File: src/hw/mmu_defines.svh
// MMU sizing and segment constants, include wherever TLB size or kseg bounds are needed
`ifndef MMU_DEFINES_SVH
`define MMU_DEFINES_SVH

// joint TLB size
`define MMU_TLB_ENTRIES 16
`define MMU_INDEX_W     4

// unmapped kernel segments, kseg0 then kseg1
`define MMU_KSEG0_BASE  32'h8000_0000
`define MMU_KSEG1_BASE  32'hA000_0000
`define MMU_KSEG1_END   32'hBFFF_FFFF

// 4 KB pages only
`define MMU_PAGE_BITS   12

`endif

File: src/hw/tlb_entry_pkg.sv
// address and TLB entry types, imported by the TLB array, the MMU top level and the testbench
`default_nettype none
`include "mmu_defines.svh"

package tlb_entry_pkg;

    typedef logic [31:0] vaddr_t;
    typedef logic [31:0] paddr_t;

    typedef logic [18:0] vpn2_t;   // even/odd page pair
    typedef logic [7:0]  asid_t;
    typedef logic [19:0] pfn_t;

    typedef logic [`MMU_INDEX_W-1:0] tlb_index_t;

    // one page half, entry-lo layout
    typedef struct packed {
        pfn_t       pfn;
        logic [2:0] c;   // cache attribute, passed through
        logic       d;   // dirty, store allowed
        logic       v;
        logic       g;
    } tlb_lo_t;

endpackage

`default_nettype wire

File: src/hw/tlb_op_pkg.sv
// TLB instruction codes and operation FSM states, used by the op FSM, the top level and testbench
`default_nettype none

package tlb_op_pkg;

    typedef enum logic [1:0] {
        TLB_OP_READ         = 2'd0,
        TLB_OP_WRITE_INDEX  = 2'd1,
        TLB_OP_WRITE_RANDOM = 2'd2,
        TLB_OP_PROBE        = 2'd3
    } tlb_op_t;

    typedef enum logic [1:0] {
        OP_IDLE,
        OP_EXEC,
        OP_ACK
    } tlb_op_state_t;

endpackage

`default_nettype wire

File: src/hw/tlb.sv
// joint TLB array, two combinational search ports, clocked write port and combinational read port
`timescale 1ns/1ns
`default_nettype none
`include "mmu_defines.svh"

module tlb (
    input  logic                      clk,
    input  logic                      reset,
    // search port 0, instruction side
    input  tlb_entry_pkg::vpn2_t      s0_vpn2,
    input  logic                      s0_odd,
    input  tlb_entry_pkg::asid_t      s0_asid,
    output logic                      s0_found,
    output tlb_entry_pkg::tlb_index_t s0_index,
    output tlb_entry_pkg::tlb_lo_t    s0_lo,
    // search port 1, data side and probe
    input  tlb_entry_pkg::vpn2_t      s1_vpn2,
    input  logic                      s1_odd,
    input  tlb_entry_pkg::asid_t      s1_asid,
    output logic                      s1_found,
    output tlb_entry_pkg::tlb_index_t s1_index,
    output tlb_entry_pkg::tlb_lo_t    s1_lo,
    // write port
    input  logic                      we,
    input  tlb_entry_pkg::tlb_index_t w_index,
    input  tlb_entry_pkg::vpn2_t      w_vpn2,
    input  tlb_entry_pkg::asid_t      w_asid,
    input  logic                      w_g,
    input  tlb_entry_pkg::tlb_lo_t    w_lo0,
    input  tlb_entry_pkg::tlb_lo_t    w_lo1,
    // read port
    input  tlb_entry_pkg::tlb_index_t r_index,
    output tlb_entry_pkg::vpn2_t      r_vpn2,
    output tlb_entry_pkg::asid_t      r_asid,
    output logic                      r_g,
    output tlb_entry_pkg::tlb_lo_t    r_lo0,
    output tlb_entry_pkg::tlb_lo_t    r_lo1
);
    import tlb_entry_pkg::*;

    localparam int entries = `MMU_TLB_ENTRIES;

    vpn2_t              vpn2_q [entries];
    asid_t              asid_q [entries];
    logic [entries-1:0] g_q;
    tlb_lo_t            lo0_q [entries];
    tlb_lo_t            lo1_q [entries];

    logic [entries-1:0] s0_hit;
    logic [entries-1:0] s1_hit;

    // lowest matching entry wins
    function automatic tlb_index_t encode(input logic [entries-1:0] hits);
        tlb_index_t idx;
        idx = '0;
        for (int i = entries - 1; i >= 0; i--) begin
            if (hits[i]) begin
                idx = tlb_index_t'(i);
            end
        end
        return idx;
    endfunction

    always_comb begin
        for (int i = 0; i < entries; i++) begin
            s0_hit[i] = (vpn2_q[i] == s0_vpn2) && (g_q[i] || asid_q[i] == s0_asid);
            s1_hit[i] = (vpn2_q[i] == s1_vpn2) && (g_q[i] || asid_q[i] == s1_asid);
        end
    end

    assign s0_found = |s0_hit;
    assign s0_index = encode(s0_hit);
    assign s0_lo    = s0_odd ? lo1_q[s0_index] : lo0_q[s0_index];

    assign s1_found = |s1_hit;
    assign s1_index = encode(s1_hit);
    assign s1_lo    = s1_odd ? lo1_q[s1_index] : lo0_q[s1_index];

    // entries come out of reset invalid
    always_ff @(posedge clk) begin
        if (reset) begin
            for (int i = 0; i < entries; i++) begin
                vpn2_q[i] <= '0;
                asid_q[i] <= '0;
                g_q[i]    <= 1'b0;
                lo0_q[i]  <= '0;
                lo1_q[i]  <= '0;
            end
        end else if (we) begin
            vpn2_q[w_index] <= w_vpn2;
            asid_q[w_index] <= w_asid;
            g_q[w_index]    <= w_g;
            lo0_q[w_index]  <= w_lo0;
            lo1_q[w_index]  <= w_lo1;
        end
    end

    assign r_vpn2 = vpn2_q[r_index];
    assign r_asid = asid_q[r_index];
    assign r_g    = g_q[r_index];
    assign r_lo0  = lo0_q[r_index];
    assign r_lo1  = lo1_q[r_index];

endmodule

`default_nettype wire

File: src/hw/tlb_random.sv
// free-running random index for TLBWR, counts down from the last entry to the wired bound
`timescale 1ns/1ns
`default_nettype none
`include "mmu_defines.svh"

module tlb_random (
    input  logic                      clk,
    input  logic                      reset,
    input  tlb_entry_pkg::tlb_index_t wired,
    input  logic                      wired_write,
    output tlb_entry_pkg::tlb_index_t random_index
);
    import tlb_entry_pkg::*;

    localparam tlb_index_t last_index = tlb_index_t'(`MMU_TLB_ENTRIES - 1);

    // wraps back to the top once the wired bound is reached
    always_ff @(posedge clk) begin
        if (reset || wired_write) begin
            random_index <= last_index;
        end else if (random_index <= wired) begin
            random_index <= last_index;
        end else begin
            random_index <= random_index - 1'b1;
        end
    end

endmodule

`default_nettype wire

File: src/hw/tlb_op_fsm.sv
// sequencer for TLBR, TLBWI, TLBWR and TLBP over the four-phase req/ack handshake
`timescale 1ns/1ns
`default_nettype none

module tlb_op_fsm (
    input  logic                      clk,
    input  logic                      reset,
    input  logic                      op_req,
    input  tlb_op_pkg::tlb_op_t       op_code,
    input  tlb_entry_pkg::tlb_index_t cp0_index,
    input  tlb_entry_pkg::tlb_index_t random_index,
    // from the array
    input  logic                      s1_found,
    input  tlb_entry_pkg::tlb_index_t s1_index,
    input  tlb_entry_pkg::vpn2_t      r_vpn2,
    input  tlb_entry_pkg::asid_t      r_asid,
    input  logic                      r_g,
    input  tlb_entry_pkg::tlb_lo_t    r_lo0,
    input  tlb_entry_pkg::tlb_lo_t    r_lo1,
    // to the array
    output logic                      we,
    output tlb_entry_pkg::tlb_index_t w_index,
    output logic                      probe_sel,
    output logic                      op_ack,
    // results, stable while op_ack is high
    output tlb_entry_pkg::vpn2_t      rd_vpn2,
    output tlb_entry_pkg::asid_t      rd_asid,
    output tlb_entry_pkg::tlb_lo_t    rd_lo0,
    output tlb_entry_pkg::tlb_lo_t    rd_lo1,
    output logic                      probe_hit,
    output tlb_entry_pkg::tlb_index_t probe_index
);
    import tlb_op_pkg::*;

    tlb_op_state_t state;
    logic          exec;

    always_ff @(posedge clk) begin
        if (reset) begin
            state <= OP_IDLE;
        end else begin
            case (state)
                OP_IDLE: if (op_req) state <= OP_EXEC;
                OP_EXEC: state <= OP_ACK;
                OP_ACK:  if (!op_req) state <= OP_IDLE;
                default: state <= OP_IDLE;
            endcase
        end
    end

    assign exec      = (state == OP_EXEC);
    assign op_ack    = (state == OP_ACK);
    assign probe_sel = exec && (op_code == TLB_OP_PROBE); // steer data search to entry-hi

    // write commits on the edge leaving exec
    assign we      = exec && (op_code == TLB_OP_WRITE_INDEX || op_code == TLB_OP_WRITE_RANDOM);
    assign w_index = (op_code == TLB_OP_WRITE_RANDOM) ? random_index : cp0_index;

    always_ff @(posedge clk) begin
        if (exec && op_code == TLB_OP_READ) begin
            rd_vpn2 <= r_vpn2;
            rd_asid <= r_asid;
            rd_lo0  <= '{pfn: r_lo0.pfn, c: r_lo0.c, d: r_lo0.d, v: r_lo0.v, g: r_g};
            rd_lo1  <= '{pfn: r_lo1.pfn, c: r_lo1.c, d: r_lo1.d, v: r_lo1.v, g: r_g};
        end
        if (probe_sel) begin
            probe_hit   <= s1_found;
            probe_index <= s1_index;
        end
    end

endmodule

`default_nettype wire

File: src/hw/tlb_mmu.sv
// MMU top level, translates fetch and data addresses and runs the TLB instructions from CP0
`timescale 1ns/1ns
`default_nettype none
`include "mmu_defines.svh"

module tlb_mmu (
    input  logic                      clk,
    input  logic                      reset,
    input  tlb_entry_pkg::vaddr_t     inst_vaddr,
    input  tlb_entry_pkg::vaddr_t     data_vaddr,
    input  logic                      data_store,
    input  logic                      op_req,
    input  tlb_op_pkg::tlb_op_t       op_code,
    input  tlb_entry_pkg::tlb_index_t cp0_index,
    input  tlb_entry_pkg::vpn2_t      cp0_vpn2,
    input  tlb_entry_pkg::asid_t      cp0_asid,
    input  tlb_entry_pkg::tlb_lo_t    cp0_lo0,
    input  tlb_entry_pkg::tlb_lo_t    cp0_lo1,
    input  tlb_entry_pkg::tlb_index_t cp0_wired,
    input  logic                      wired_write,
    output tlb_entry_pkg::paddr_t     inst_paddr,
    output logic                      inst_miss,
    output logic                      inst_invalid,
    output tlb_entry_pkg::paddr_t     data_paddr,
    output logic                      data_miss,
    output logic                      data_invalid,
    output logic                      data_modify,
    output logic                      op_ack,
    output tlb_entry_pkg::vpn2_t      rd_vpn2,
    output tlb_entry_pkg::asid_t      rd_asid,
    output tlb_entry_pkg::tlb_lo_t    rd_lo0,
    output tlb_entry_pkg::tlb_lo_t    rd_lo1,
    output logic                      probe_hit,
    output tlb_entry_pkg::tlb_index_t probe_index
);
    import tlb_entry_pkg::*;

    logic       s0_found, s1_found;
    tlb_index_t s1_index;
    tlb_lo_t    s0_lo, s1_lo;
    vpn2_t      s1_vpn2;
    logic       we, probe_sel, r_g;
    tlb_index_t w_index, random_index;
    vpn2_t      r_vpn2;
    asid_t      r_asid;
    tlb_lo_t    r_lo0, r_lo1;
    logic       inst_unmapped, data_unmapped;

    function automatic logic in_kseg01(input vaddr_t va);
        return va >= `MMU_KSEG0_BASE && va <= `MMU_KSEG1_END;
    endfunction

    function automatic paddr_t strip_kseg(input vaddr_t va);
        if (va >= `MMU_KSEG1_BASE) begin
            return va - `MMU_KSEG1_BASE;
        end
        return va - `MMU_KSEG0_BASE;
    endfunction

    assign inst_unmapped = in_kseg01(inst_vaddr);
    assign data_unmapped = in_kseg01(data_vaddr);
    assign s1_vpn2       = probe_sel ? cp0_vpn2 : data_vaddr[31:13]; // TLBP borrows data port

    assign inst_paddr   = inst_unmapped ? strip_kseg(inst_vaddr)
                                        : {s0_lo.pfn, inst_vaddr[`MMU_PAGE_BITS-1:0]};
    assign inst_miss    = !inst_unmapped && !s0_found;
    assign inst_invalid = !inst_unmapped && s0_found && !s0_lo.v;

    assign data_paddr   = data_unmapped ? strip_kseg(data_vaddr)
                                        : {s1_lo.pfn, data_vaddr[`MMU_PAGE_BITS-1:0]};
    assign data_miss    = !data_unmapped && !s1_found;
    assign data_invalid = !data_unmapped && s1_found && !s1_lo.v;
    assign data_modify  = !data_unmapped && s1_found && s1_lo.v && data_store && !s1_lo.d;

    tlb tlb_inst (
        .clk      (clk),
        .reset    (reset),
        .s0_vpn2  (inst_vaddr[31:13]),
        .s0_odd   (inst_vaddr[12]),
        .s0_asid  (cp0_asid),
        .s0_found (s0_found),
        .s0_index (),
        .s0_lo    (s0_lo),
        .s1_vpn2  (s1_vpn2),
        .s1_odd   (data_vaddr[12]),
        .s1_asid  (cp0_asid),
        .s1_found (s1_found),
        .s1_index (s1_index),
        .s1_lo    (s1_lo),
        .we       (we),
        .w_index  (w_index),
        .w_vpn2   (cp0_vpn2),
        .w_asid   (cp0_asid),
        .w_g      (cp0_lo0.g & cp0_lo1.g), // global only if both halves say so
        .w_lo0    (cp0_lo0),
        .w_lo1    (cp0_lo1),
        .r_index  (cp0_index),
        .r_vpn2   (r_vpn2),
        .r_asid   (r_asid),
        .r_g      (r_g),
        .r_lo0    (r_lo0),
        .r_lo1    (r_lo1)
    );

    tlb_random tlb_random_inst (
        .clk          (clk),
        .reset        (reset),
        .wired        (cp0_wired),
        .wired_write  (wired_write),
        .random_index (random_index)
    );

    tlb_op_fsm tlb_op_fsm_inst (
        .clk          (clk),
        .reset        (reset),
        .op_req       (op_req),
        .op_code      (op_code),
        .cp0_index    (cp0_index),
        .random_index (random_index),
        .s1_found     (s1_found),
        .s1_index     (s1_index),
        .r_vpn2       (r_vpn2),
        .r_asid       (r_asid),
        .r_g          (r_g),
        .r_lo0        (r_lo0),
        .r_lo1        (r_lo1),
        .we           (we),
        .w_index      (w_index),
        .probe_sel    (probe_sel),
        .op_ack       (op_ack),
        .rd_vpn2      (rd_vpn2),
        .rd_asid      (rd_asid),
        .rd_lo0       (rd_lo0),
        .rd_lo1       (rd_lo1),
        .probe_hit    (probe_hit),
        .probe_index  (probe_index)
    );

endmodule

`default_nettype wire

File: config.mk
export PLATFORM = sky130hd
export DESIGN_NAME = tlb_mmu
export DESIGN_NICKNAME = d
export VERILOG_FILES = /design/src/hw/tlb_entry_pkg.sv /design/src/hw/tlb_op_pkg.sv /design/src/hw/tlb.sv /design/src/hw/tlb_random.sv /design/src/hw/tlb_op_fsm.sv /design/src/hw/tlb_mmu.sv
export VERILOG_INCLUDE_DIRS = /design/src /design/src/hw
export SDC_FILE = /design/constraint.sdc
export NUM_CORES = 2
export LEC_CHECK = 0
export ABC_AREA = 1
export BUFFER_PORTS_ARGS = -buffer_cell sky130_fd_sc_hd__buf_4
export CELL_PAD_IN_SITES_DETAIL_PLACEMENT = 1
export CELL_PAD_IN_SITES_GLOBAL_PLACEMENT = 1
export CORE_MARGIN = 3
export CORE_UTILIZATION = 52
export CTS_CLUSTER_DIAMETER = 80
export CTS_CLUSTER_SIZE = 24
export DETAILED_ROUTE_END_ITERATION = 8
export MAX_ROUTING_LAYER = met4
export PLACE_DENSITY_LB_ADDON = 0.1
export REMOVE_ABC_BUFFERS = 1
export SLEW_MARGIN = 10
export SYNTH_ARGS = -nofsm -noshare
export SYNTH_HDL_FRONTEND = slang
export SYNTH_SLANG_ARGS = --single-unit
File: constraint.sdc
create_clock -name clk -period 27.5 [get_ports clk]
set_clock_uncertainty 0.2 [all_clocks]
set_input_delay 5.5 -clock clk [delete_from_list [all_inputs] [get_ports clk]]
set_output_delay 5.5 -clock clk [all_outputs]
set_load 0.05 [all_outputs]
-- After elaboration in Yosys (flattened, before gate mapping)
Memories as Yosys holds them, arrays and structs flattened. A register that Yosys moved wholly into a read port is not among the register bits.
Cells that the tools add are included.
- register bits: 28
- RAM bits: 1264
- output and inout bits: 154
- word-level logic and storage cells: 232
- memories kept: 4
- memory list (name ; words ; bits a word ; rd ports ; clocked after memory_dff ; wr ports ; RTL line ; source):
    tlb_inst.lo0_q ; 16 ; 26 ; 3 ; 1 ; 16 ; tlb.sv:46 ; tlb_lo_t lo0_q [entries];
    tlb_inst.lo1_q ; 16 ; 26 ; 3 ; 1 ; 16 ; tlb.sv:47 ; tlb_lo_t lo1_q [entries];
    tlb_inst.vpn2_q ; 16 ; 19 ; 17 ; 1 ; 16 ; tlb.sv:43 ; vpn2_t vpn2_q [entries];
    tlb_inst.asid_q ; 16 ; 8 ; 17 ; 1 ; 16 ; tlb.sv:44 ; asid_t asid_q [entries];
- $add $sub $neg: 5
- magnitude comparators: 10
- eq/ne operators: 55
- muxes and demuxes: 69
- bitwise operators: 1
- reduce and logical (&&, ||, !) cells: 82
- operators by type and width (operator ; count):
    19-bit == test ; 32
    32-bit two-way mux ; 6
    4-bit two-way mux ; 37
    8-bit == test ; 16
    32-bit greater-or-equal comparator (second input constant) ; 4
    32-bit subtractor (second input constant) ; 4
    26-bit two-way mux ; 4
    32-bit less-or-equal comparator (second input constant) ; 2
    26-bit OR reduction ; 2
    1-bit logical AND ; 47
    19-bit two-way mux ; 2
    16-bit OR reduction ; 2
    19-bit OR reduction ; 1
    1-bit logical OR ; 18
    16-bit bitwise mux ; 1
    1-bit two-way mux ; 13
    4-bit by 5-bit < comparator with 1-bit output (second input constant) ; 2
    8-bit two-way mux ; 1
    8-bit OR reduction ; 1
    1-bit logical NOT ; 7
    2-bit == test (second input constant) ; 3
    2-bit one-hot mux with 3 select lines ; 1
    1-bit binary-select mux with 4-bit select ; 1
    1-bit demux with 4-bit select ; 1
    10 further kinds ; 14

-- Depth between registers and ports, before layout
An unclocked memory read counts as a cell.
- depth after elaboration: 26
- mapped depth: 39

-- Modules after synthesis
Synthesis repeated with hierarchy kept, for this count alone.
- cell total of the unflattened synthesis: 12287
- area, all modules: 91854.3 sq um
- by module, submodules not included (module ; times used ; cells an instance ; area each (sq um) ; sequential area each (sq um)):
    tlb ; 1 ; 11852 ; 87570.2 ; 38276.7
    tlb_op_fsm ; 1 ; 117 ; 2697.6 ; 2532.4
    tlb_mmu ; 1 ; 281 ; 1322.5 ; 0.0
    tlb_random ; 1 ; 37 ; 264.0 ; 80.1

-- Worst setup path before layout
No wires, ideal clock.
- path type: input to output
- start point: input port op_code[0]
- end point: output port data_invalid
- data arrival time: 9.038 ns
- required time: 21.800 ns
- path slack: 12.762 ns
- cell stages on the path: 24
- path buffers: 5
- cells stage by stage: ha_1 nand3_4 buf_4 nand2_1 nand2_1 buf_4 o21ai_1 or4_1 nor4_1 nand3_1 nand2_1 nand2_1 nand2_2 nand2_2 buf_6 buf_6 buf_4 nand2_1 nand3_1 nand3_1 nand3_1 nand3_1 nand2_1 nor2_1
- word-level cells in the longest chain between the ends: 25
- elaborated cells on any way between the ends: 58
- those cells by class: eq/ne: 17; mux: 18; reduce/logical: 21; memory: 2
- ends and longest elaborated chain (what ; RTL line ; source):
    from (decl) ; tlb_mmu.sv:13 ; input tlb_op_pkg::tlb_op_t op_code,
    2-bit == test (*) ; tlb_op_fsm.sv:53 ; assign probe_sel = exec && (op_code == TLB_OP_PROBE);
    1-bit logical AND (*) ; tlb_op_fsm.sv:53 ;
    19-bit two-way mux (*) ; tlb_mmu.sv:62 ; assign s1_vpn2 = probe_sel ? cp0_vpn2 : data_vaddr[31:13];
    19-bit == test ; tlb.sv:67 ; s1_hit[i] = (vpn2_q[i] == s1_vpn2) && (g_q[i] || asid_q[i] == s1_asid);
    1-bit logical AND ; tlb.sv:67 ;
    4-bit two-way mux (16 in series) ; tlb.sv:57 ; if (hits[i]) begin
    memory 16 x 26 bit (on tied branches) ; n/a ;
    26-bit two-way mux ; tlb.sv:77 ; assign s1_lo = s1_odd ? lo1_q[s1_index] : lo0_q[s1_index];
    1-bit logical NOT ; tlb_mmu.sv:72 ; assign data_invalid = !data_unmapped && s1_found && !s1_lo.v;
    1-bit logical AND (*) ; tlb_mmu.sv:72 ;
    to (decl) ; tlb_mmu.sv:26 ; output logic data_invalid,
Mark *: on every way between the ends. The rest lies on a longest branch, timed or not.

-- Final worst setup path
- start point: input port op_code[1]
- end point: output port data_paddr[20]
- word-level cells in the longest chain between the ends: 24
- elaborated cells on any way between the ends: 55
- those cells by class: eq/ne: 17; mux: 19; reduce/logical: 17; memory: 2
- ends and longest elaborated chain (what ; RTL line ; source):
    2-bit == test (*) ; tlb_op_fsm.sv:53 ;
    1-bit logical AND (*) ; tlb_op_fsm.sv:53 ;
    19-bit two-way mux (*) ; tlb_mmu.sv:62 ;
    19-bit == test ; tlb.sv:67 ;
    1-bit logical AND ; tlb.sv:67 ;
    4-bit two-way mux (15 in series) ; tlb.sv:57 ;
    4-bit two-way mux (*) ; tlb.sv:57 ;
    memory 16 x 26 bit (on tied branches) ; n/a ;
    26-bit two-way mux (*) ; tlb.sv:77 ;
    32-bit two-way mux (*) ; tlb_mmu.sv:69 ; assign data_paddr = data_unmapped ? strip_kseg(data_vaddr)
    to (decl) ; tlb_mmu.sv:24 ; output tlb_entry_pkg::paddr_t data_paddr,
Marks and branches as above.

==> results.py <==
metrics = {
    "status": {
        "status": "completed",
    },
    "placement": {
        "place_congestion": 1.07,
        "port_buffers": 311,
        "placed_cells": 11600,
        "preCtsSetupSlack_ns": 8.05,
        "place_hpwl_um": 247000,
    },
    "hold_path": {
        "hold_class": "flop to flop",
        "holdPathStages": 1,
        "hold-path-endpoint": "tlb_random_inst.random_index[0]",
        "hold_start": "tlb_random_inst.random_index[0]",
    },
    "die": {
        "core_area_um2": 155000,
        "rows": 144,
        "die-area_um2": 162000,
        "die_y_um": 403,
        "io_pins": 312,
        "start_util_pct": 52.7,
        "fp.dieW_um": 403,
    },
    "cts": {
        "cts.root.buffer_cell": "clkbuf_16",
        "cts_tree": "yes",
        "clockBufferDepth": 3,
        "hold_buffers": 0,
        "postCtsSetupRepairBufs": 0,
        "cts_buffers": 95,
        "clkSinkCount": 1337,
        "cts_repair_resize_count": 0,
        "clk_pin_slew_worst_paths_ns": 0.08,
        "clkLatencyLatePin_ns": 0.79,
        "h-tree-depth": 3,
    },
    "route": {
        "postRouteAntennaNets": 0,
        "first_pass_iters": 6,
        "drtIter0Drc": 14100,
        "wirelength_um": 406000,
        "vias_per_cell": 7.03,
        "vias": 82800,
        "remaining_drc_errors": 0,
        "avgRoutedWirePerCell_um": 34.5,
    },
    "critical_path": {
        "cp.required_ns": 21.80,
        "cp-end-kind": "output port",
        "r2r_slack_ns": 19.94,
        "reg2reg_depth": 14,
        "r2r_end": "tlb_op_fsm_inst.probe_index[0]",
        "critPathLaunch": "op_code[1]",
        "critPathArrivalTime_ns": 14.01,
        "cp-start-kind": "primary input",
        "cp_max_fo": 83,
        "r2r_start": "tlb_op_fsm_inst.state[0]",
        "path_class": "primary input to output port",
    },
    "grt": {
        "grt_usage_pct": 50.1,
        "grt_pass1_wl_um": 575000,
        "antenna_found_initial": 18,
        "grt_pass1_vias": 82300,
        "grt_max_degree": 225,
        "grt_overflow": 0,
    },
    "yosys": {
        "syn_area_per_cell_um2": 8.20,
        "ys_types": 55,
        "ys_ff_latch": 1337,
        "synth-edff-count": 1315,
        "synth_top_area_cell": "edfxtp_1",
        "yosys_warnings": 0,
        "synthDominantCellAreaShare_pct": 48.3,
        "ys_seq_area_share_pct": 48.8,
        "ys_async_sr_fraction_pct": 0,
        "syn_area_um2": 81800,
        "synthMostInstantiatedCell": "nor2_1",
        "syn_inst": 9970,
        "synth_top_flop_cell": "edfxtp_1",
        "yosys-top-cells-area": "edfxtp_1 48%, nor2_1 7.0%, nand3_1 6.9%, o21ai_0 5.9%, nand2_1 5.8%",
        "netlist_top_cells_count": "1,530 x nor2_1, 1,315 x edfxtp_1, 1,256 x nand2_1, 1,121 x nand3_1, 959 x o21ai_0",
    },
    "sta": {
        "timing.fmax_ghz": 0.0507,
        "fin_hold_ws_ns": 0.215,
        "slew_headroom_pct": 5.44,
        "period_needed_ns": 19.71,
        "setup_tns_ns": 0,
        "rsz0062_at_grt": "false",
        "hold_violations": 0,
        "worst_pin_slew_ns": 1.42,
        "setup_ws_ns": 7.79,
        "setup_viol": 0,
        "finalCritPeriodShare_pct": 71.7,
        "drv_slew": 0,
    },
    "final_layout": {
        "num-fill-cells": 18400,
        "final_nets": 9804,
        "final_cells": 11800,
        "multi_input_area_um2": 35500,
        "drive_above_1_share_pct": 7.69,
        "area_delta_synth_final_pct": 7.38,
        "regArea_um2": 39900,
    },
    "power_and_ir_drop": {
        "power.density_nw_per_um2": 53.4,
        "p_leak_nw": 34.9,
        "vdd_drop_max_uv": 73.9,
    },
    "flow_run": {
        "drv_cap": 0,
    },
}
==> cell families after synthesis <==
kind of cell | share of synthesized area, %
adder cells (fa/ha/maj) | 0.184
AND/OR/NAND/NOR | 22.1
XOR/XNOR | 5.76
AO/OA/AOI/OAI | 14.9
flip-flops | 48.8
buffers and inverters | 8.22
==> worst max-delay path, cell delays in order <==
cell,delay (ns)
buf_4,0.09
ha_1,0.13
buf_4,0.34
nand3_4,0.54
o21ai_2,1.00
nand2_1,0.09
a2111oi_0,1.04
nand4_1,0.33
nand2_1,0.19
nor2_1,0.06
o21bai_1,0.23
nand3_4,0.56
inv_8,0.81
buf_4,0.85
buf_4,0.74
o211ai_1,0.22
nand3_1,0.13
nand3_1,0.09
nand2_1,0.28
nand2_1,0.12
nand3_1,0.19
buf_4,0.23
==> report_power, final <==
part           total [mW]  switching, mW  internal (mW)  leakage (nW)
registers            2.37         0.0640           2.31          13.5
clock network        1.65          0.906          0.740          1.65
logic               0.671          0.507          0.164          19.8
total                4.69           1.48           3.21          34.9
==> state kept, by name (all words and copies together), names as in the netlist, 8 cells and up <==
register / count
tlb_inst.asid_q: 128
tlb_op_fsm_inst.rd_lo1: 25
tlb_op_fsm_inst.rd_lo0: 26
tlb_op_fsm_inst.rd_asid: 8
tlb_inst.lo0_q: 400
tlb_inst.vpn2_q: 304
tlb_inst.lo1_q: 400
tlb_op_fsm_inst.rd_vpn2: 19
tlb_inst.g_q: 16
==> layout make-up <==
cell class / count / area share, %
clock buffer: 102 / 2.79
clock inverter: 73 / 1.12
timing repair buffer: 442 / 3.88
sequential: 1337 / 45.5
multi-input combinational: 6994 / 40.5
inverter: 764 / 3.31
antenna: 16 / 0.0456
tap: 2044 / 2.91
==> how the worst max path moves through the flow <==
stage	slack [ns]	endpoint	cells past startpoint
after floorplan	1.93	inst_paddr[31]	22
after global placement	8.15	data_paddr[20]	22
after detailed placement	8.05	data_paddr[20]	22
after CTS	8.04	data_paddr[20]	22
after global routing	7.71	data_paddr[20]	23
final	7.79	data_paddr[20]	22
==> placed cells by master (no fill, tap or decap), drive strengths merged, types with 3 or more instances in the layout <==
cell type / netlist / routed
nor2: 1531 / 1531
edfxtp: 1315 / 1315
nand2: 1271 / 1271
nand3: 1123 / 1123
o21ai: 1006 / 1006
a21oi: 799 / 799
inv: 748 / 788
buf: 311 / 441
xor2: 321 / 321
o211ai: 292 / 292
xnor2: 217 / 217
nand4: 115 / 115
clkbuf: 564 / 103
nor4: 72 / 72
or2: 52 / 52
o221ai: 50 / 50
o22ai: 48 / 48
nor3: 42 / 42
clkinv: 16 / 40
dfxtp: 22 / 22
diode: 0 / 16
nand3b: 13 / 13
ha: 12 / 12
and2: 6 / 6
clkinvlp: 0 / 5
bufinv: 0 / 4
o31ai: 3 / 3
a2111oi: 3 / 3
==> per-layer routing <==
| metal | up-vias | routed length, um | global-route usage [%] |
|---|---|---|---|
| met5 | - | 0 | - |
| met4 | 0 | 32000 | 32.5 |
| met3 | 1811 | 58700 | 12.2 |
| met2 | 6997 | 172000 | 71.9 |
| met1 | 40500 | 143000 | 63.2 |
| li1 | 33500 | - | - |
==> stage by stage <==
stage	total power, mW	utilization [%]	cell area (um2)
floorplan	2.75	-	77900
global placement	3.03	54.4	84300
detailed placement	3.05	54.4	84300
CTS	4.64	56.6	87800
global route	4.77	56.6	87800
finish	4.69	56.6	87800
No activity file was read; power rests on OpenSTA's default activity.
